`src/hw/core_cfg.svh`:
```
`ifndef CORE_CFG_SVH
`define CORE_CFG_SVH

// ***************************************************************************
// Datapath sizing
// ***************************************************************************

// Register and operand width.
`define CORE_W 16

// Immediate shift amount width, covers 0 to CORE_W-1.
`define CORE_SHW 4

`endif

```
`src/hw/core_pkg.sv`:
```
`include "core_cfg.svh"

package core_pkg;

	// ***********************************************************************
	// Opcodes
	// ***********************************************************************

	// Data-processing opcodes in ARM encoding order.
	typedef enum logic [3:0] {
		AND = 4'h0,
		EOR = 4'h1,
		SUB = 4'h2,
		RSB = 4'h3,
		ADD = 4'h4,
		ADC = 4'h5,
		SBC = 4'h6,
		RSC = 4'h7,
		TST = 4'h8,
		TEQ = 4'h9,
		CMP = 4'ha,
		CMN = 4'hb,
		ORR = 4'hc,
		MOV = 4'hd,
		BIC = 4'he,
		MVN = 4'hf
	} alu_op;

	typedef enum logic [1:0] {
		LSL = 2'b00,
		LSR = 2'b01,
		ASR = 2'b10,
		ROR = 2'b11
	} shift_op;

	// ***********************************************************************
	// Datapath bundles
	// ***********************************************************************

	typedef struct packed {
		logic n;
		logic z;
		logic c;
		logic v;
	} psr_flags;

	typedef struct packed {
		logic                  set_flags;
		alu_op                 op;
		logic [`CORE_W-1:0]    a;
		logic [`CORE_W-1:0]    b;
		shift_op               shift;
		logic [`CORE_SHW-1:0]  shamt;
	} dp_req;

	typedef struct packed {
		logic [`CORE_W-1:0] q;
		logic               write;
	} dp_result;

endpackage

```
`src/hw/core_alu.sv`:
```
`include "core_cfg.svh"

module core_alu (
	input  core_pkg::alu_op      op,
	input  logic [`CORE_W-1:0]   a,
	input  logic [`CORE_W-1:0]   b,
	input  logic                 c_in,
	input  logic                 c_shift,
	output logic [`CORE_W-1:0]   q,
	output core_pkg::psr_flags   nzcv,
	output logic                 v_valid
);

	logic               c;
	logic               v;
	logic               c_add;
	logic               c_sub;
	logic               c_rsb;
	logic               v_add;
	logic               v_sub;
	logic               v_rsb;
	logic [`CORE_W-1:0] q_add;
	logic [`CORE_W-1:0] q_sub;
	logic [`CORE_W-1:0] q_rsb;

	// ***********************************************************************
	// Adders
	// ***********************************************************************

	// Carry in only for ADC.
	core_alu_add #(.W(`CORE_W), .SUB(1'b0)) i_add (
		.a    (a),
		.b    (b),
		.c_in (c_in && (op == core_pkg::ADC)),
		.q    (q_add),
		.c    (c_add),
		.v    (v_add)
	);

	// Borrow is the inverted PSR carry.
	core_alu_add #(.W(`CORE_W), .SUB(1'b1)) i_sub (
		.a    (a),
		.b    (b),
		.c_in (!c_in && (op == core_pkg::SBC)),
		.q    (q_sub),
		.c    (c_sub),
		.v    (v_sub)
	);

	// Reverse subtract, b - a.
	core_alu_add #(.W(`CORE_W), .SUB(1'b1)) i_rsb (
		.a    (b),
		.b    (a),
		.c_in (!c_in && (op == core_pkg::RSC)),
		.q    (q_rsb),
		.c    (c_rsb),
		.v    (v_rsb)
	);

	// ***********************************************************************
	// Result select
	// ***********************************************************************

	always_comb begin
		unique case (op)
			core_pkg::ADD, core_pkg::ADC, core_pkg::CMN: begin
				q       = q_add;
				c       = c_add;
				v       = v_add;
				v_valid = 1'b1;
			end

			core_pkg::SUB, core_pkg::SBC, core_pkg::CMP: begin
				q       = q_sub;
				c       = c_sub;
				v       = v_sub;
				v_valid = 1'b1;
			end

			core_pkg::RSB, core_pkg::RSC: begin
				q       = q_rsb;
				c       = c_rsb;
				v       = v_rsb;
				v_valid = 1'b1;
			end

			// Logical ops take C from the shifter.
			core_pkg::AND, core_pkg::TST, core_pkg::BIC, core_pkg::EOR,
			core_pkg::TEQ, core_pkg::ORR, core_pkg::MOV, core_pkg::MVN: begin
				unique case (op)
					core_pkg::AND, core_pkg::TST: q = a & b;
					core_pkg::BIC:                q = a & ~b;
					core_pkg::EOR, core_pkg::TEQ: q = a ^ b;
					core_pkg::ORR:                q = a | b;
					core_pkg::MOV:                q = b;
					default:                      q = ~b;
				endcase
				c       = c_shift;
				v       = 1'b0;
				v_valid = 1'b0;
			end
		endcase
	end

	assign nzcv = '{n: q[`CORE_W-1], z: (q == '0), c: c, v: v};

endmodule

```
`src/hw/core_alu_add.sv`:
```
module core_alu_add #(
	parameter int W   = 16,
	parameter bit SUB = 1'b0
) (
	input  logic [W-1:0] a,
	input  logic [W-1:0] b,
	input  logic         c_in,
	output logic [W-1:0] q,
	output logic         c,
	output logic         v
);

	logic [W-1:0] b_eff;
	logic         cin_eff;

	// Subtract as a + ~b + 1, less one more on borrow.
	assign b_eff   = SUB ? ~b : b;
	assign cin_eff = SUB ? ~c_in : c_in;

	// Carry out doubles as ARM "not borrow" when subtracting.
	assign {c, q} = {1'b0, a} + {1'b0, b_eff} + {{W{1'b0}}, cin_eff};

	// Overflow when both addends agree in sign but the sum does not.
	assign v = (a[W-1] == b_eff[W-1]) && (q[W-1] != a[W-1]);

endmodule

```
`src/hw/core_exec.sv`:
```
`include "core_cfg.svh"

module core_exec (
	input  logic                 clk,
	input  logic                 rst_n,
	input  logic                 req_valid,
	input  core_pkg::dp_req      req,
	output logic                 res_valid,
	output core_pkg::dp_result   res,
	output core_pkg::psr_flags   flags
);

	logic [`CORE_W-1:0] shift_q;
	logic               shift_c;
	logic [`CORE_W-1:0] alu_q;
	core_pkg::psr_flags alu_nzcv;
	logic               alu_v_valid;
	logic               is_cmp;
	logic               flags_load;

	// ***********************************************************************
	// Operand 2 and ALU
	// ***********************************************************************

	core_shifter i_shifter (
		.value (req.b),
		.shift (req.shift),
		.shamt (req.shamt),
		.c_in  (flags.c),
		.q     (shift_q),
		.c     (shift_c)
	);

	core_alu i_alu (
		.op      (req.op),
		.a       (req.a),
		.b       (shift_q),
		.c_in    (flags.c),
		.c_shift (shift_c),
		.q       (alu_q),
		.nzcv    (alu_nzcv),
		.v_valid (alu_v_valid)
	);

	// Compares set flags unconditionally and never write back.
	assign is_cmp = (req.op == core_pkg::TST) || (req.op == core_pkg::TEQ) ||
		(req.op == core_pkg::CMP) || (req.op == core_pkg::CMN);

	assign flags_load = req_valid && (req.set_flags || is_cmp);

	// ***********************************************************************
	// Result and PSR registers
	// ***********************************************************************

	always_ff @(posedge clk) begin
		if (!rst_n) begin
			res_valid <= 1'b0;
			res       <= '0;
			flags     <= '0;
		end else begin
			res_valid <= req_valid;

			if (req_valid) begin
				res.q     <= alu_q;
				res.write <= !is_cmp;
			end

			if (flags_load) begin
				flags.n <= alu_nzcv.n;
				flags.z <= alu_nzcv.z;
				flags.c <= alu_nzcv.c;
				// V untouched by logical ops.
				flags.v <= alu_v_valid ? alu_nzcv.v : flags.v;
			end
		end
	end

endmodule

```
`src/hw/core_shifter.sv`:
```
`include "core_cfg.svh"

module core_shifter (
	input  logic [`CORE_W-1:0]    value,
	input  core_pkg::shift_op     shift,
	input  logic [`CORE_SHW-1:0]  shamt,
	input  logic                  c_in,
	output logic [`CORE_W-1:0]    q,
	output logic                  c
);

	logic [`CORE_W-1:0] q_lsl;
	logic [`CORE_W-1:0] q_lsr;
	logic [`CORE_W-1:0] q_asr;
	logic [`CORE_W-1:0] q_ror;

	// ***********************************************************************
	// Shift candidates
	// ***********************************************************************

	assign q_lsl = value << shamt;
	assign q_lsr = value >> shamt;
	assign q_asr = $signed(value) >>> shamt;

	// Only selected for nonzero amounts.
	assign q_ror = (value >> shamt) | (value << (`CORE_W - shamt));

	// ***********************************************************************
	// Result and carry select
	// ***********************************************************************

	always_comb begin
		if (shamt == '0) begin
			// No shift, carry comes from the PSR.
			q = value;
			c = c_in;
		end else begin
			unique case (shift)
				core_pkg::LSL: begin
					q = q_lsl;
					c = value[`CORE_W - shamt];
				end

				core_pkg::LSR: begin
					q = q_lsr;
					c = value[shamt - 1];
				end

				core_pkg::ASR: begin
					q = q_asr;
					c = value[shamt - 1];
				end

				core_pkg::ROR: begin
					q = q_ror;
					c = q_ror[`CORE_W-1];
				end
			endcase
		end
	end

endmodule

```
`config.mk`:
```
export PLATFORM = sky130hd
export DESIGN_NAME = core_exec
export DESIGN_NICKNAME = d
export VERILOG_FILES = /design/src/hw/core_pkg.sv /design/src/hw/core_alu.sv /design/src/hw/core_alu_add.sv /design/src/hw/core_exec.sv /design/src/hw/core_shifter.sv
export VERILOG_INCLUDE_DIRS = /design/src /design/src/hw
export SDC_FILE = /design/constraint.sdc
export NUM_CORES = 1
export LEC_CHECK = 0
export BUFFER_PORTS_ARGS = -buffer_cell sky130_fd_sc_hd__buf_2
export CAP_MARGIN = 20
export CORE_MARGIN = 2
export CORE_UTILIZATION = 32
export CTS_BUF_LIST = sky130_fd_sc_hd__clkbuf_8 sky130_fd_sc_hd__clkbuf_16
export DETAILED_ROUTE_END_ITERATION = 16
export SYNTH_ARGS = -nofsm -noshare
export SYNTH_HDL_FRONTEND = slang
export SYNTH_SLANG_ARGS = --single-unit
```
`constraint.sdc`:
```
create_clock -name clk -period 9.1 [get_ports clk]
set_clock_uncertainty 0.1 [all_clocks]
set_input_delay 2.73 -clock clk [delete_from_list [all_inputs] [get_ports clk]]
set_output_delay 2.73 -clock clk [all_outputs]
set_load 0.03 [all_outputs]
```
# == After elaboration in Yosys (flattened, before gate mapping) ==
# Index checks and enable logic that the tools add are counted.
# totals
elab_cells,95
out_inout_bits,22
in_bits,46
reg_bits,22
# classes
bitwise_logic,9
n_mux,13
shifts,4
add_sub_neg,8
n_reduce_logical,27
eq_ne,25
magnitude_cmp,2
# ops
operator,count
16-bit one-hot mux with 4 select lines,2
16-bit one-hot mux with 5 select lines,1
32-bit by 5-bit less-than comparator with 1-bit output (second input constant),2
16-bit by 16-bit adder with 17-bit output,3
17-bit by 1-bit adder with 17-bit output,3
16-bit AND,2
4-bit == test (second input constant),8
16-bit inverter,2
16-bit bitwise OR,2
16-bit by 32-bit left shift with 16-bit output,1
4-bit by 3-bit == test with 1-bit output (second input constant),4
16-bit logical NOT,1
16-bit two-way mux,1
8-bit OR reduction,2
16-bit by 4-bit left shift with 16-bit output,1
16-bit by 4-bit >> shifter with 16-bit output,1
16-bit by 4-bit >>> shifter with 16-bit output,1
16-bit XOR,1
1-bit binary-select mux with 4-bit select,2
4-bit by 2-bit == test with 1-bit output (second input constant),2
4-bit logical NOT,2
1-bit one-hot mux with 4 select lines,2
2-bit OR reduction,4
1-bit logical AND,7
other kinds (17),31

# == Logic depth before layout (Yosys ltp) ==
# Gate-level depths: netlist of the first run.
# logic_depth
word_depth,11
ltp_mapped,27
ltp_nobuf,20

# == Hierarchy ==
# A second synthesis of the first run with hierarchy kept.
# hier_totals
hier_cells,1164
area_unflattened_um2,8299.2
# by_module_without_submodules
module,seq_area_each_um2,area_each_um2,n_inst,cells_per_inst
core_shifter,0.0,2989.1,1,416
core_alu,0.0,1991.9,1,332
core_exec,440.4,850.8,1,77
core_alu_add (i_alu.i_rsb),0.0,848.3,1,121
core_alu_add (i_alu.i_sub),0.0,843.3,1,120
core_alu_add (i_alu.i_add),0.0,775.7,1,98

# == Worst setup path before layout of the first run ==
# Ideal clock, no wire load.
# synth_path
kind,in2reg
startpoint,input port req[1] (netlist name)
endpoint,register flags[2] (netlist name)
path_slack_ns,0.771
arrival_ns,8.160
path_buffers,7
stages,26
setup_ns,0.069
required_ns,8.931
cell_sequence,buf_2 > buf_2 > buf_2 > buf_2 > inv_1 > ha_1 > clkbuf_1 > buf_2 > buf_2 > nor4b_1 > nand3_1 > o22ai_1 > a311oi_2 > inv_1 > fa_1 > fa_1 > and4b_1 > a311oi_1 > o21ai_0 > a211oi_1 > nand4_1 > a311oi_1 > o21ai_0 > nor4_1 > nand4b_1 > o21ai_1
# synth_between
elab_chain_len,10
word_cells_on_any_way,23
classes_between,add/sub (7); shift (4); mux (4); bitwise (6); reduce/logical (2)
# synth_lines
item,line_no,rtl
start: declaration,core_exec.sv:7,"input core_pkg::dp_req req,"
5-bit by 4-bit subtractor with 6-bit output (no source line),--,
16-bit by 32-bit left shift with 16-bit output,core_shifter.sv:26,assign q_ror = (value >> shamt) | (value << (`CORE_W - shamt));
16-bit bitwise OR,core_shifter.sv:26,
16-bit one-hot mux with 4 select lines,core_shifter.sv:38,unique case (shift)
16-bit two-way mux (*),core_shifter.sv:33,if (shamt == '0) begin
16-bit inverter,"core_alu.sv:92, core_alu.sv:96, core_alu_add.sv:17",
16-bit by 16-bit adder with 17-bit output / 16-bit AND (equally long branches),"core_alu_add.sv:21, core_alu.sv:92",
17-bit by 1-bit adder with 17-bit output / 16-bit one-hot mux with 5 select lines (equally long branches),"core_alu_add.sv:21, core_alu.sv:90",
16-bit one-hot mux with 4 select lines (*),core_alu.sv:65,unique case (op)
16-bit logical NOT (*),core_alu.sv:105,"assign nzcv = '{n: q[`CORE_W-1], z: (q == '0), c: c, v: v};"
end: declaration,core_exec.sv:10,output core_pkg::psr_flags flags
# Every way passes the cells marked *; elsewhere a longest branch is shown, timed or not.
# A chain may end at the register's enable or synchronous reset.

# == Worst setup path in the final report of the first run ==
# layout_path
startpoint,input port req[0] (netlist name)
endpoint,register flags[2] (netlist name)
# Same word-level chain as after synthesis.

==> flow_metrics.tcl, run 1 <==
set metrics [dict create \
    final_antenna_net_count 0 \
    startpoint_type "primary input" \
    postSynth.topFlopCell "sky130_fd_sc_hd__dfxtp_1" \
    layout_min_cycle_time_ns 8.486 \
    drcViolationCount 0 \
    hold_buffers 0 \
    floorplan.initialDensity_pct 32.74 \
    net-switching-power_w 0.0004952 \
    proportion_of_register_bits_with_asynchronous_set_or_reset_after_synthesis_pct 0 \
    crit_path_max_incr_delay_ns 0.51 \
    synthesis_to_finish_area_growth_pct 9.337 \
    synthesis.yosys.warnings 0 \
    crit_required_ns 9.18 \
    wl_met1_mm 13.97 \
    run_status "completed" \
    postSynthNetCount 1199 \
    met3_length_mm 2.940 \
    timing.setup.tns_ns 0 \
    synth.lib_cells_used.distinct 84 \
    switching_share_pct 51.47 \
    worst-endpoint-arrival_ns 8.57 \
    wl_mm 33.82 \
    avgViaCountPerCell 6.464 \
    fillCellCount 2623 \
    layout-drive-gt1-share_pct 17.19 \
    fmaxAchievable_ghz 0.1178 \
    fp.coreArea_mm2 0.02439 \
    clock_buffer_depth 2 \
    path_depth 20 \
    critical_path.slowest_cell "sky130_fd_sc_hd__ha_1" \
    synth_compound_area_share_pct 32.37 \
    total_grt_usage_pct 25.16 \
    critical_path.endpoint_type "flip-flop" \
    pwr_density_cell_mw_per_mm2 110.2 \
    synth.area.mux_share_pct 18.35 \
    clock_insertion_delay_worst_skew_ns 0.25 \
    cell_internal_pwr_w 0.0004669 \
    worstHoldPathCells 2 \
    post_cts.resized_instances 0 \
    antenna_found_initial 0 \
    pwr-share-seq_pct 11.7 \
    overflow 0 \
    power.share.combinational_pct 75.8 \
    ioPinCount 68 \
    clkPwrFrac_pct 12.5 \
    tritoncts.num_buffers 3 \
    syn_inst 1071 \
    critPathMaxFanout 20 \
    critical_path.most_common_cell "sky130_fd_sc_hd__ha_1" \
    finalHoldViolations 0 \
    post_synth_edffs 0 \
    hpwl_after_dpl_mm 26.30 \
    count_of_inserted_antenna_diode_cells 0 \
    fin_nets 1217 \
    leakage_nw 3.580 \
    worst-slew-pin-transition_ns 1.129 \
    cts.reportedPaths.clkPinSlew_ns 0.06 \
    dr_total_vias 9127 \
    grt_pass1_wl_mm 52.10 \
    ys_ff_latch 22 \
    synth_seq_area_share_pct 5.515 \
    die_area_mm2 0.02624 \
    layout_worst_path_cycle_share_pct 93.25 \
    clock-root-buffer "sky130_fd_sc_hd__clkbuf_16" \
    timing.reg2reg.worst_path_depth 13 \
    port_buffers 67 \
    category_of_cells_accounting_for_the_largest_share_of_critical_path_delay "compound AO/OA/AOI/OAI gates" \
    wl_met2_mm 15.30 \
    synth-adder-area-share_pct 13.41 \
    report.final.slew_viol_count 0 \
    drt_first_pass_iters 5 \
    syn_area_per_cell_um2 7.457 \
    slew_headroom_pct 24.45 \
    max_cap_violations 0 \
    finalWeightedCongestion 1.006 \
    cts_tree "done" \
    wl_per_cell_um 23.95 \
    final_core_utilization_pct 35.80 \
    clock_sink_count 22 \
    htreeDepth 1 \
    syn-cell-area_mm2 0.007986 \
    holdCritPathClass "flip-flop to flip-flop" \
    placementRows 57 \
    number_of_setup_buffers_added_after_cts 0 \
    die-height_um 162.0 \
    via_count_of_the_first_global_routing_pass 8548 \
    rsz0062_at_grt "false" \
    setup-violations-final 0 \
    max-vdd-ir-drop_v 0.0001197 \
    dieWidth_um 162.0 \
    grt_max_degree 39 \
    crit_path_cells "buf_2 > inv_2 > ha_1 > buf_4 > mux4_2 > mux2i_1 > o32ai_1 > a2111o_1 > mux2_2 > ha_1 > inv_1 > or3_1 > a211oi_1 > a311oi_1 > a221oi_1 > o221ai_1 > a2111oi_0 > o2111a_1 > nand4b_1 > o21ai_1" \
    cp_num_buf_inv 4 \
    synth_xor_area_share_pct 1.958 \
    setup.worst_path.class "primary input to flip-flop" \
    routed.top_layer "met4" \
    combinational_family_with_the_most_area_after_synthesis "compound AO/OA/AOI/OAI gates" \
    synthSimpleGateAreaFrac_pct 20.93 \
    initialDrtViolationCount 997 \
]
==> sequential cells by signal, summed over array words and instances (netlist names) <==
register,cells
res,17
flags,4
res_valid,1
==> synthesized netlist by cell type (all sizes together), types with 8 or more instances <==
master   count  share of area [%]
a2111oi      8               0.96
a211oi      23                2.2
a21o        14                1.3
a21oi       82                5.2
a311oi       9                1.1
a31oi       15                1.2
and2         9               0.70
and3         9               0.70
buf         24                1.6
clkbuf      66                3.1
dfxtp       22                5.5
ha          76                 12
inv         57                2.7
mux2         9                1.3
mux2i       53                6.6
mux4        37                 10
nand2       71                3.3
nand2b      16                1.3
nand3       24                1.5
nor2       100                4.7
nor2b       15                1.2
nor3        19                1.2
nor4        10               0.78
o211ai      12                1.1
o21a         9               0.85
o21ai       59                3.7
o221ai      14                1.5
o22ai       21                1.6
o31ai        8               0.75
or2         14                1.1
or3         11               0.86
or4          8               0.85
xnor2       11                1.2
==> final cells by class <==
| class | instances | area (um2) | share of cell area (%) |
|---|---|---|---|
| sequential | 22 | 440.4 | 5.044 |
| tap | 324 | 405.4 | 4.643 |
| clock buffer | 3 | 75.07 | 0.8597 |
| timing repair buffer | 103 | 605.6 | 6.935 |
| inverter | 59 | 221.5 | 2.536 |
| multi-input combinational | 900 | 6954 | 79.64 |
| clock inverter | 1 | 30.03 | 0.3439 |
==> power by group through the flow <==
stage	Combinational, W	Clock [W]	Sequential (W)
after detailed placement	0.000710	0	0.000115
final	0.000729	0.000120	0.000113
after global routing	0.000788	0.000128	0.000114
after CTS	0.000714	0.000121	0.000113
after global placement	0.000710	0	0.000115
after floorplan	0.000483	0	0.000134
==> stage by stage <==
stage | total power [W] | instance area [um2] | cells | hold slack, ns | setup WS [ns]
2_1_floorplan | 0.0006178 | 7986 | 1071 | 0.4072 | 0.7712
3_3_place_gp | 0.0008247 | 8627 | 1408 | 0.3505 | 0.5146
3_5_place_dp | 0.0008248 | 8627 | 1408 | 0.3489 | 0.5131
4_1_cts | 0.0009476 | 8732 | 1412 | 0.3567 | 0.7288
5_1_grt | 0.001029 | 8732 | 1412 | 0.3928 | 0.3221
6_report | 0.0009621 | 8732 | 1412 | 0.3521 | 0.6139
==> per-layer routing <==
layer | GRT usage (%) | up-vias
met5 | 0 | -
li1 | - | 4117
met4 | 10.22 | 0
met3 | 1.736 | 89
met1 | 34.60 | 4344
met2 | 40.97 | 577
==> worst reg2reg max path: stages, from the launching register on <==
cell and delay, ns:
sky130_fd_sc_hd__dfxtp_1 0.41, sky130_fd_sc_hd__or3_1 0.43, sky130_fd_sc_hd__fa_1 0.47, sky130_fd_sc_hd__fa_1 0.48
sky130_fd_sc_hd__a21oi_1 0.26, sky130_fd_sc_hd__o211ai_1 0.18, sky130_fd_sc_hd__a41oi_1 0.36, sky130_fd_sc_hd__o21bai_1 0.10
sky130_fd_sc_hd__a21oi_1 0.18, sky130_fd_sc_hd__xor2_1 0.17, sky130_fd_sc_hd__nor2_1 0.06, sky130_fd_sc_hd__o41a_1 0.49
sky130_fd_sc_hd__or3b_1 0.42, sky130_fd_sc_hd__o21ai_1 0.13
==> cell families after synthesis <==
logic type | Yosys count
buf+inv | 149
fa+ha+maj | 82
xor+xnor | 17
flops | 22
mux | 99
simple gates | 333
compound gates | 369
==> final timing paths <==
| check | start | to | slack [ns] |
|---|---|---|---|
| setup / recovery | req[0] | flags[2] | 0.61 |
| setup reg to reg | flags[1] | flags[2] | 4.80 |
| hold / removal | res[3] | res[3] | 0.35 |
| hold reg to reg | res[3] | res[3] | 0.35 |
==> placed cells by master (no fill, tap or decap), types with 12 or more instances in the layout <==
cell	n
sky130_fd_sc_hd__ha_1	76
sky130_fd_sc_hd__buf_4	36
sky130_fd_sc_hd__o211ai_1	12
sky130_fd_sc_hd__inv_1	54
sky130_fd_sc_hd__nand3_1	24
sky130_fd_sc_hd__nor3_1	19
sky130_fd_sc_hd__mux4_2	37
sky130_fd_sc_hd__nand2_1	71
sky130_fd_sc_hd__nand2b_1	16
sky130_fd_sc_hd__a21oi_1	81
sky130_fd_sc_hd__nor2_1	99
sky130_fd_sc_hd__dfxtp_1	22
sky130_fd_sc_hd__a31oi_1	15
sky130_fd_sc_hd__mux2i_1	53
sky130_fd_sc_hd__o221ai_1	14
sky130_fd_sc_hd__a211oi_1	23
sky130_fd_sc_hd__or2_2	12
sky130_fd_sc_hd__o22ai_1	21
sky130_fd_sc_hd__a21o_1	14
sky130_fd_sc_hd__o21ai_0	54
sky130_fd_sc_hd__buf_2	67
sky130_fd_sc_hd__nor2b_1	15
Note: power is estimated with default switching activity, not from simulation.
==> run 2, diff against run 1 <==
Settings changed: REMOVE_ABC_BUFFERS from default to 1.
Clock period 9.1 ns to 10.48 ns, I/O delays scaled along.
==> flow_metrics.tcl, run 2 (synthesized netlist as in run 1, its figures left out) <==
set metrics [dict create \
    timing.reg2reg.setup_slack_ns 6.06 \
    holdCritPathClass "flip-flop to flip-flop" \
    fmaxAchievable_ghz 0.1094 \
    worst_slack_at_placement_ns 1.329 \
    cts_tree "done" \
    timing.setup.tns_ns 0 \
    drt_first_pass_iters 6 \
    layout.cells.most_common "sky130_fd_sc_hd__nor2_1" \
    pwr_density_cell_mw_per_mm2 93.48 \
    setup_ws_ns 1.337 \
    routed.top_layer "met5" \
    dr_total_vias 8980 \
    critical_path.endpoint_type "flip-flop" \
    clock_insertion_delay_worst_skew_ns 0.25 \
    cts.reportedPaths.clkPinSlew_ns 0.05 \
    category_of_cells_accounting_for_the_largest_share_of_critical_path_delay "simple AND/OR/NAND/NOR gates" \
    report.final.slew_viol_count 0 \
    startpoint_type "primary input" \
    port_buffers 67 \
    wl_per_cell_um 22.95 \
    overflow 0 \
    timing.reg2reg.worst_path_depth 12 \
    critical_path.slowest_cell "sky130_fd_sc_hd__or3b_1" \
    htreeDepth 1 \
    number_of_setup_buffers_added_after_cts 0 \
    tritoncts.num_buffers 3 \
    run_status "completed" \
    wl_mm 31.98 \
    max_cap_violations 0 \
    layout_worst_path_cycle_share_pct 87.25 \
    setup-violations-final 0 \
    layout_min_cycle_time_ns 9.143 \
    ioPinCount 68 \
    worstHoldPathCells 2 \
    largest_reg_flops 17 \
    placementRows 57 \
    registers.top_by_ff_count "res" \
    rr_endpoint "flags[2]" \
    floorplan.initialDensity_pct 32.74 \
    max-vdd-ir-drop_v 0.0001047 \
    cp_num_buf_inv 3 \
    setup.worst_path.class "primary input to flip-flop" \
    leakage_nw 3.480 \
    fp.coreArea_mm2 0.02439 \
    hold_end "res[3]" \
    slew_headroom_pct 19.68 \
    synthesis_to_finish_area_growth_pct 7.348 \
    count_of_inserted_antenna_diode_cells 0 \
    hpwl_after_dpl_mm 24.02 \
    rsz0062_at_grt "false" \
    die-height_um 162.0 \
    wl_met1_mm 13.26 \
    critPathMaxFanout 20 \
    final_antenna_net_count 0 \
    worst-endpoint-arrival_ns 9.23 \
    worst-slew-pin-transition_ns 1.200 \
    clock_buffer_depth 2 \
    fillCellCount 2613 \
    rr_startpoint "flags[1]" \
    finalWeightedCongestion 0.9821 \
    crit_required_ns 10.57 \
    grt_pass1_wl_mm 49.09 \
    layout-drive-gt1-share_pct 15.72 \
    drcViolationCount 0 \
    wl_met2_mm 14.54 \
    initialDrtViolationCount 1170 \
    clock-root-buffer "sky130_fd_sc_hd__clkbuf_16" \
    crit_path_cells "buf_2 > inv_2 > ha_1 > or3b_1 > nor2_1 > nor4_1 > a311oi_2 > inv_1 > fa_1 > a21o_1 > a31oi_1 > nand3_1 > nor4bb_1 > or4_1 > a21oi_1 > nor4b_1 > o2111a_1 > nand4b_1 > o21ai_1" \
    clock_sink_count 22 \
    met3_length_mm 3.322 \
    hold_buffers 0 \
    avgViaCountPerCell 6.447 \
    top_regs "res: 17 flops, flags: 4 flops, res_valid: 1 flops" \
    grt_max_degree 63 \
    fin_nets 1198 \
    dieWidth_um 162.0 \
    total_grt_usage_pct 23.52 \
    antenna_found_initial 1 \
    layout.cells.most_common_list "sky130_fd_sc_hd__nor2_1 (99), sky130_fd_sc_hd__a21oi_1 (81), sky130_fd_sc_hd__ha_1 (76)" \
    min-delay-start "res[3]" \
    via_count_of_the_first_global_routing_pass 8226 \
    die_area_mm2 0.02624 \
    post_cts.resized_instances 0 \
    finalHoldViolations 0 \
    crit_path_max_incr_delay_ns 0.73 \
]
## run 2: layer usage
layer,GRT usage (%),vias to the layer above
met5,0,-
met2,38.82,559
met3,3.728,76
li1,-,4083
met1,32.40,4260
met4,5.068,2
## run 2: worst max-delay path by stage
stage | start | to | slack (ns) | cells past startpoint
after CTS | req[0] | flags[2] | 1.57 | 19
after detailed placement | req[0] | flags[2] | 1.33 | 19
final | req[0] | flags[2] | 1.34 | 19
after floorplan | req[0] | flags[2] | 2.59 | 19
after global placement | req[0] | flags[2] | 1.29 | 19
after global routing | req[0] | flags[2] | 1.02 | 19
## run 2: worst register-to-register path, cell delays in order (launching register included)
cell	delay (ns)
sky130_fd_sc_hd__dfxtp_1	0.38
sky130_fd_sc_hd__or3_1	0.43
sky130_fd_sc_hd__fa_1	0.46
sky130_fd_sc_hd__a21o_1	0.22
sky130_fd_sc_hd__a31oi_1	0.33
sky130_fd_sc_hd__nand3_1	0.26
sky130_fd_sc_hd__nor4bb_1	0.21
sky130_fd_sc_hd__or4_1	0.53
sky130_fd_sc_hd__a21oi_1	0.14
sky130_fd_sc_hd__nor4b_1	0.73
sky130_fd_sc_hd__o2111a_1	0.31
sky130_fd_sc_hd__nand4b_1	0.11
sky130_fd_sc_hd__o21ai_1	0.14
## run 2: cell type report
class                   instances  area [um2]  share of cell area, %
repair buffers                 84       462.9                  5.400
multi-input cells             900        6954                  81.12
inverters                      59       221.5                  2.583
clock buffers                   4       88.84                  1.036
well taps                     324       405.4                  4.729
flip-flops and latches         22       440.4                  5.137
## run 2: power by group
part           total (W)  leakage [nW]  switching [W]  internal [W]
registers      0.0000978         0.182     0.00000474     0.0000930
clock network  0.0000861        0.0442      0.0000279     0.0000582
logic           0.000618          3.25       0.000388      0.000230
total           0.000801          3.48       0.000421      0.000381
## run 2: metrics by stage
stage	power [W]	hold WS (ns)	utilization [%]	cells	instance area, um2
after global placement	0.0006973	0.3524	34.79	1389	8484
after floorplan	0.0005102	0.4832	-	981	7611
final	0.0008014	0.3513	35.15	1393	8573
after CTS	0.0007875	0.3562	35.15	1393	8573
after detailed placement	0.0006986	0.3486	34.79	1389	8484
after global routing	0.0008522	0.3805	35.15	1393	8573
==> run 3, diff against run 2 <==
Settings changed: CORE_ASPECT_RATIO from default to 0.5, SLEW_MARGIN from default to 30.
Clock period 10.48 ns to 7.9 ns, I/O delays scaled along.
==> flow_metrics.tcl, run 3 (synthesized netlist as in run 1, its figures left out) <==
set metrics [dict create \
    dr_total_vias 9228 \
    port_buffers 67 \
    report.final.slew_viol_count 0 \
    via_count_of_the_first_global_routing_pass 8710 \
    layout_worst_path_cycle_share_pct 96.72 \
    layout.cells.most_common "sky130_fd_sc_hd__nor2_1" \
    final_core_utilization_pct 37.39 \
    min-delay-start "res[11]" \
    layout-drive-gt1-share_pct 20.25 \
    critPathMaxFanout 19 \
    clock-root-buffer "sky130_fd_sc_hd__clkbuf_16" \
    largest_reg_flops 17 \
    fp.coreArea_mm2 0.02427 \
    top_regs "res: 17 flops, flags: 4 flops, res_valid: 1 flops" \
    leakage_nw 3.778 \
    floorplan.initialDensity_pct 32.90 \
    crit_path_max_incr_delay_ns 0.55 \
    final_antenna_net_count 0 \
    max_cap_violations 0 \
    wl_per_cell_um 24.32 \
    rsz0062_at_grt "false" \
    max-vdd-ir-drop_v 0.00009314 \
    total_power_w 0.001157 \
    finalWeightedCongestion 1.069 \
    synthesis_to_finish_area_growth_pct 13.65 \
    worst_slack_at_placement_ns 0.02426 \
    overflow 0 \
    hold_buffers 0 \
    worst-slew-pin-transition_ns 0.8432 \
    avgViaCountPerCell 6.312 \
    count_of_inserted_antenna_diode_cells 0 \
    critical_path.endpoint_type "flip-flop" \
    antenna_found_initial 0 \
    registers.top_by_ff_count "res" \
    setup-violations-final 0 \
    slew_headroom_pct 43.72 \
    die-height_um 115.7 \
    clock_insertion_delay_worst_skew_ns 0.25 \
    finalHoldViolations 0 \
    fmaxAchievable_ghz 0.1309 \
    die_area_mm2 0.02631 \
    holdCritPathClass "flip-flop to flip-flop" \
    clock_sink_count 22 \
    clock_buffer_depth 2 \
    htreeDepth 1 \
    setup_ws_ns 0.2588 \
    critical_path.slowest_cell "sky130_fd_sc_hd__a311oi_1" \
    hpwl_after_dpl_mm 27.38 \
    rr_startpoint "flags[1]" \
    worst-endpoint-arrival_ns 7.73 \
    tritoncts.num_buffers 3 \
    drt_first_pass_iters 5 \
    setup.worst_path.class "primary input to flip-flop" \
    grt_pass1_wl_mm 54.15 \
    ioPinCount 68 \
    cts.reportedPaths.clkPinSlew_ns 0.06 \
    grt_max_degree 57 \
    crit_required_ns 7.99 \
    crit_path_start "req[0]" \
    layout_min_cycle_time_ns 7.641 \
    dieWidth_um 227.4 \
    startpoint_type "primary input" \
    drcViolationCount 0 \
    cp_num_buf_inv 3 \
    crit_path_cells "buf_2 > inv_2 > ha_1 > or3b_1 > buf_4 > nand2_1 > nor4_1 > a21oi_1 > o21ai_1 > ha_1 > a21o_1 > a31oi_1 > a211oi_1 > a311oi_1 > o221a_2 > o221ai_1 > a2111oi_0 > o2111a_1 > nand4b_1 > o21ai_1" \
    placementRows 40 \
    run_status "completed" \
    layout.cells.most_common_list "sky130_fd_sc_hd__nor2_1 (99), sky130_fd_sc_hd__a21oi_1 (81), sky130_fd_sc_hd__ha_1 (76)" \
    wl_mm 35.56 \
    fin_nets 1255 \
    pwr_density_cell_mw_per_mm2 127.5 \
    category_of_cells_accounting_for_the_largest_share_of_critical_path_delay "compound AO/OA/AOI/OAI gates" \
    total_grt_usage_pct 26.67 \
    cts_tree "done" \
    initialDrtViolationCount 1135 \
]
run 3: power by group:
group          switching, W  internal [W]  total (W)
logic              0.000545      0.000343   0.000888
clock network     0.0000392      0.000100   0.000140
registers        0.00000661      0.000123   0.000130
run 3: metrics by stage:
stage / cells / cell area, um2 / setup TNS, ns / hold WS (ns)
final: 1462 / 9076 / 0 / 0.3665
after global routing: 1462 / 9076 / 0 / 0.3954
after CTS: 1462 / 9069 / 0 / 0.3731
after detailed placement: 1458 / 8964 / 0 / 0.3645
after global placement: 1458 / 8957 / -0.1094 / 0.3606
after floorplan: 981 / 7611 / 0 / 0.4832
run 3: worst paths after layout:
path	to	slack [ns]	depth (start not counted)
setup / recovery	flags[2]	0.26	20
setup reg to reg	flags[2]	3.84	13
hold / removal	res[11]	0.37	2
hold reg to reg	res[11]	0.37	2
run 3: layout make-up:
class                      count  area, um2
clock buffer                   3      75.07
clock inverter                 1      30.03
fill                        2572      15200
inverter                      59      221.5
multi-input combinational    900       6973
sequential                    22      440.4
tap                          336      420.4
timing repair buffer         141      915.9
run 3: routing by layer:
layer / global-route usage [%] / part of all wire [%]
met1: 38.92 / 45
met2: 40.81 / 42
met3: 3.651 / 10
met4: 7.800 / 2.5
met5: 0 / 0
run 3: what timing repair did:
action / 4_1_cts / 5_1_grt
gates resized for setup: 0 / 2
setup endpoints to repair: 0 / 1
setup buffers: 0 / 0
run 3: worst reg2reg max path, delay by kind of cell, from the launching register on:
kind | cells | cell delay (ns)
AOI/OAI and AO/OA | 7 | 1.58
adders and majority gates | 2 | 0.94
and+or+nand+nor | 3 | 0.86
DFF | 1 | 0.35
xor gates and xnor gates | 1 | 0.16
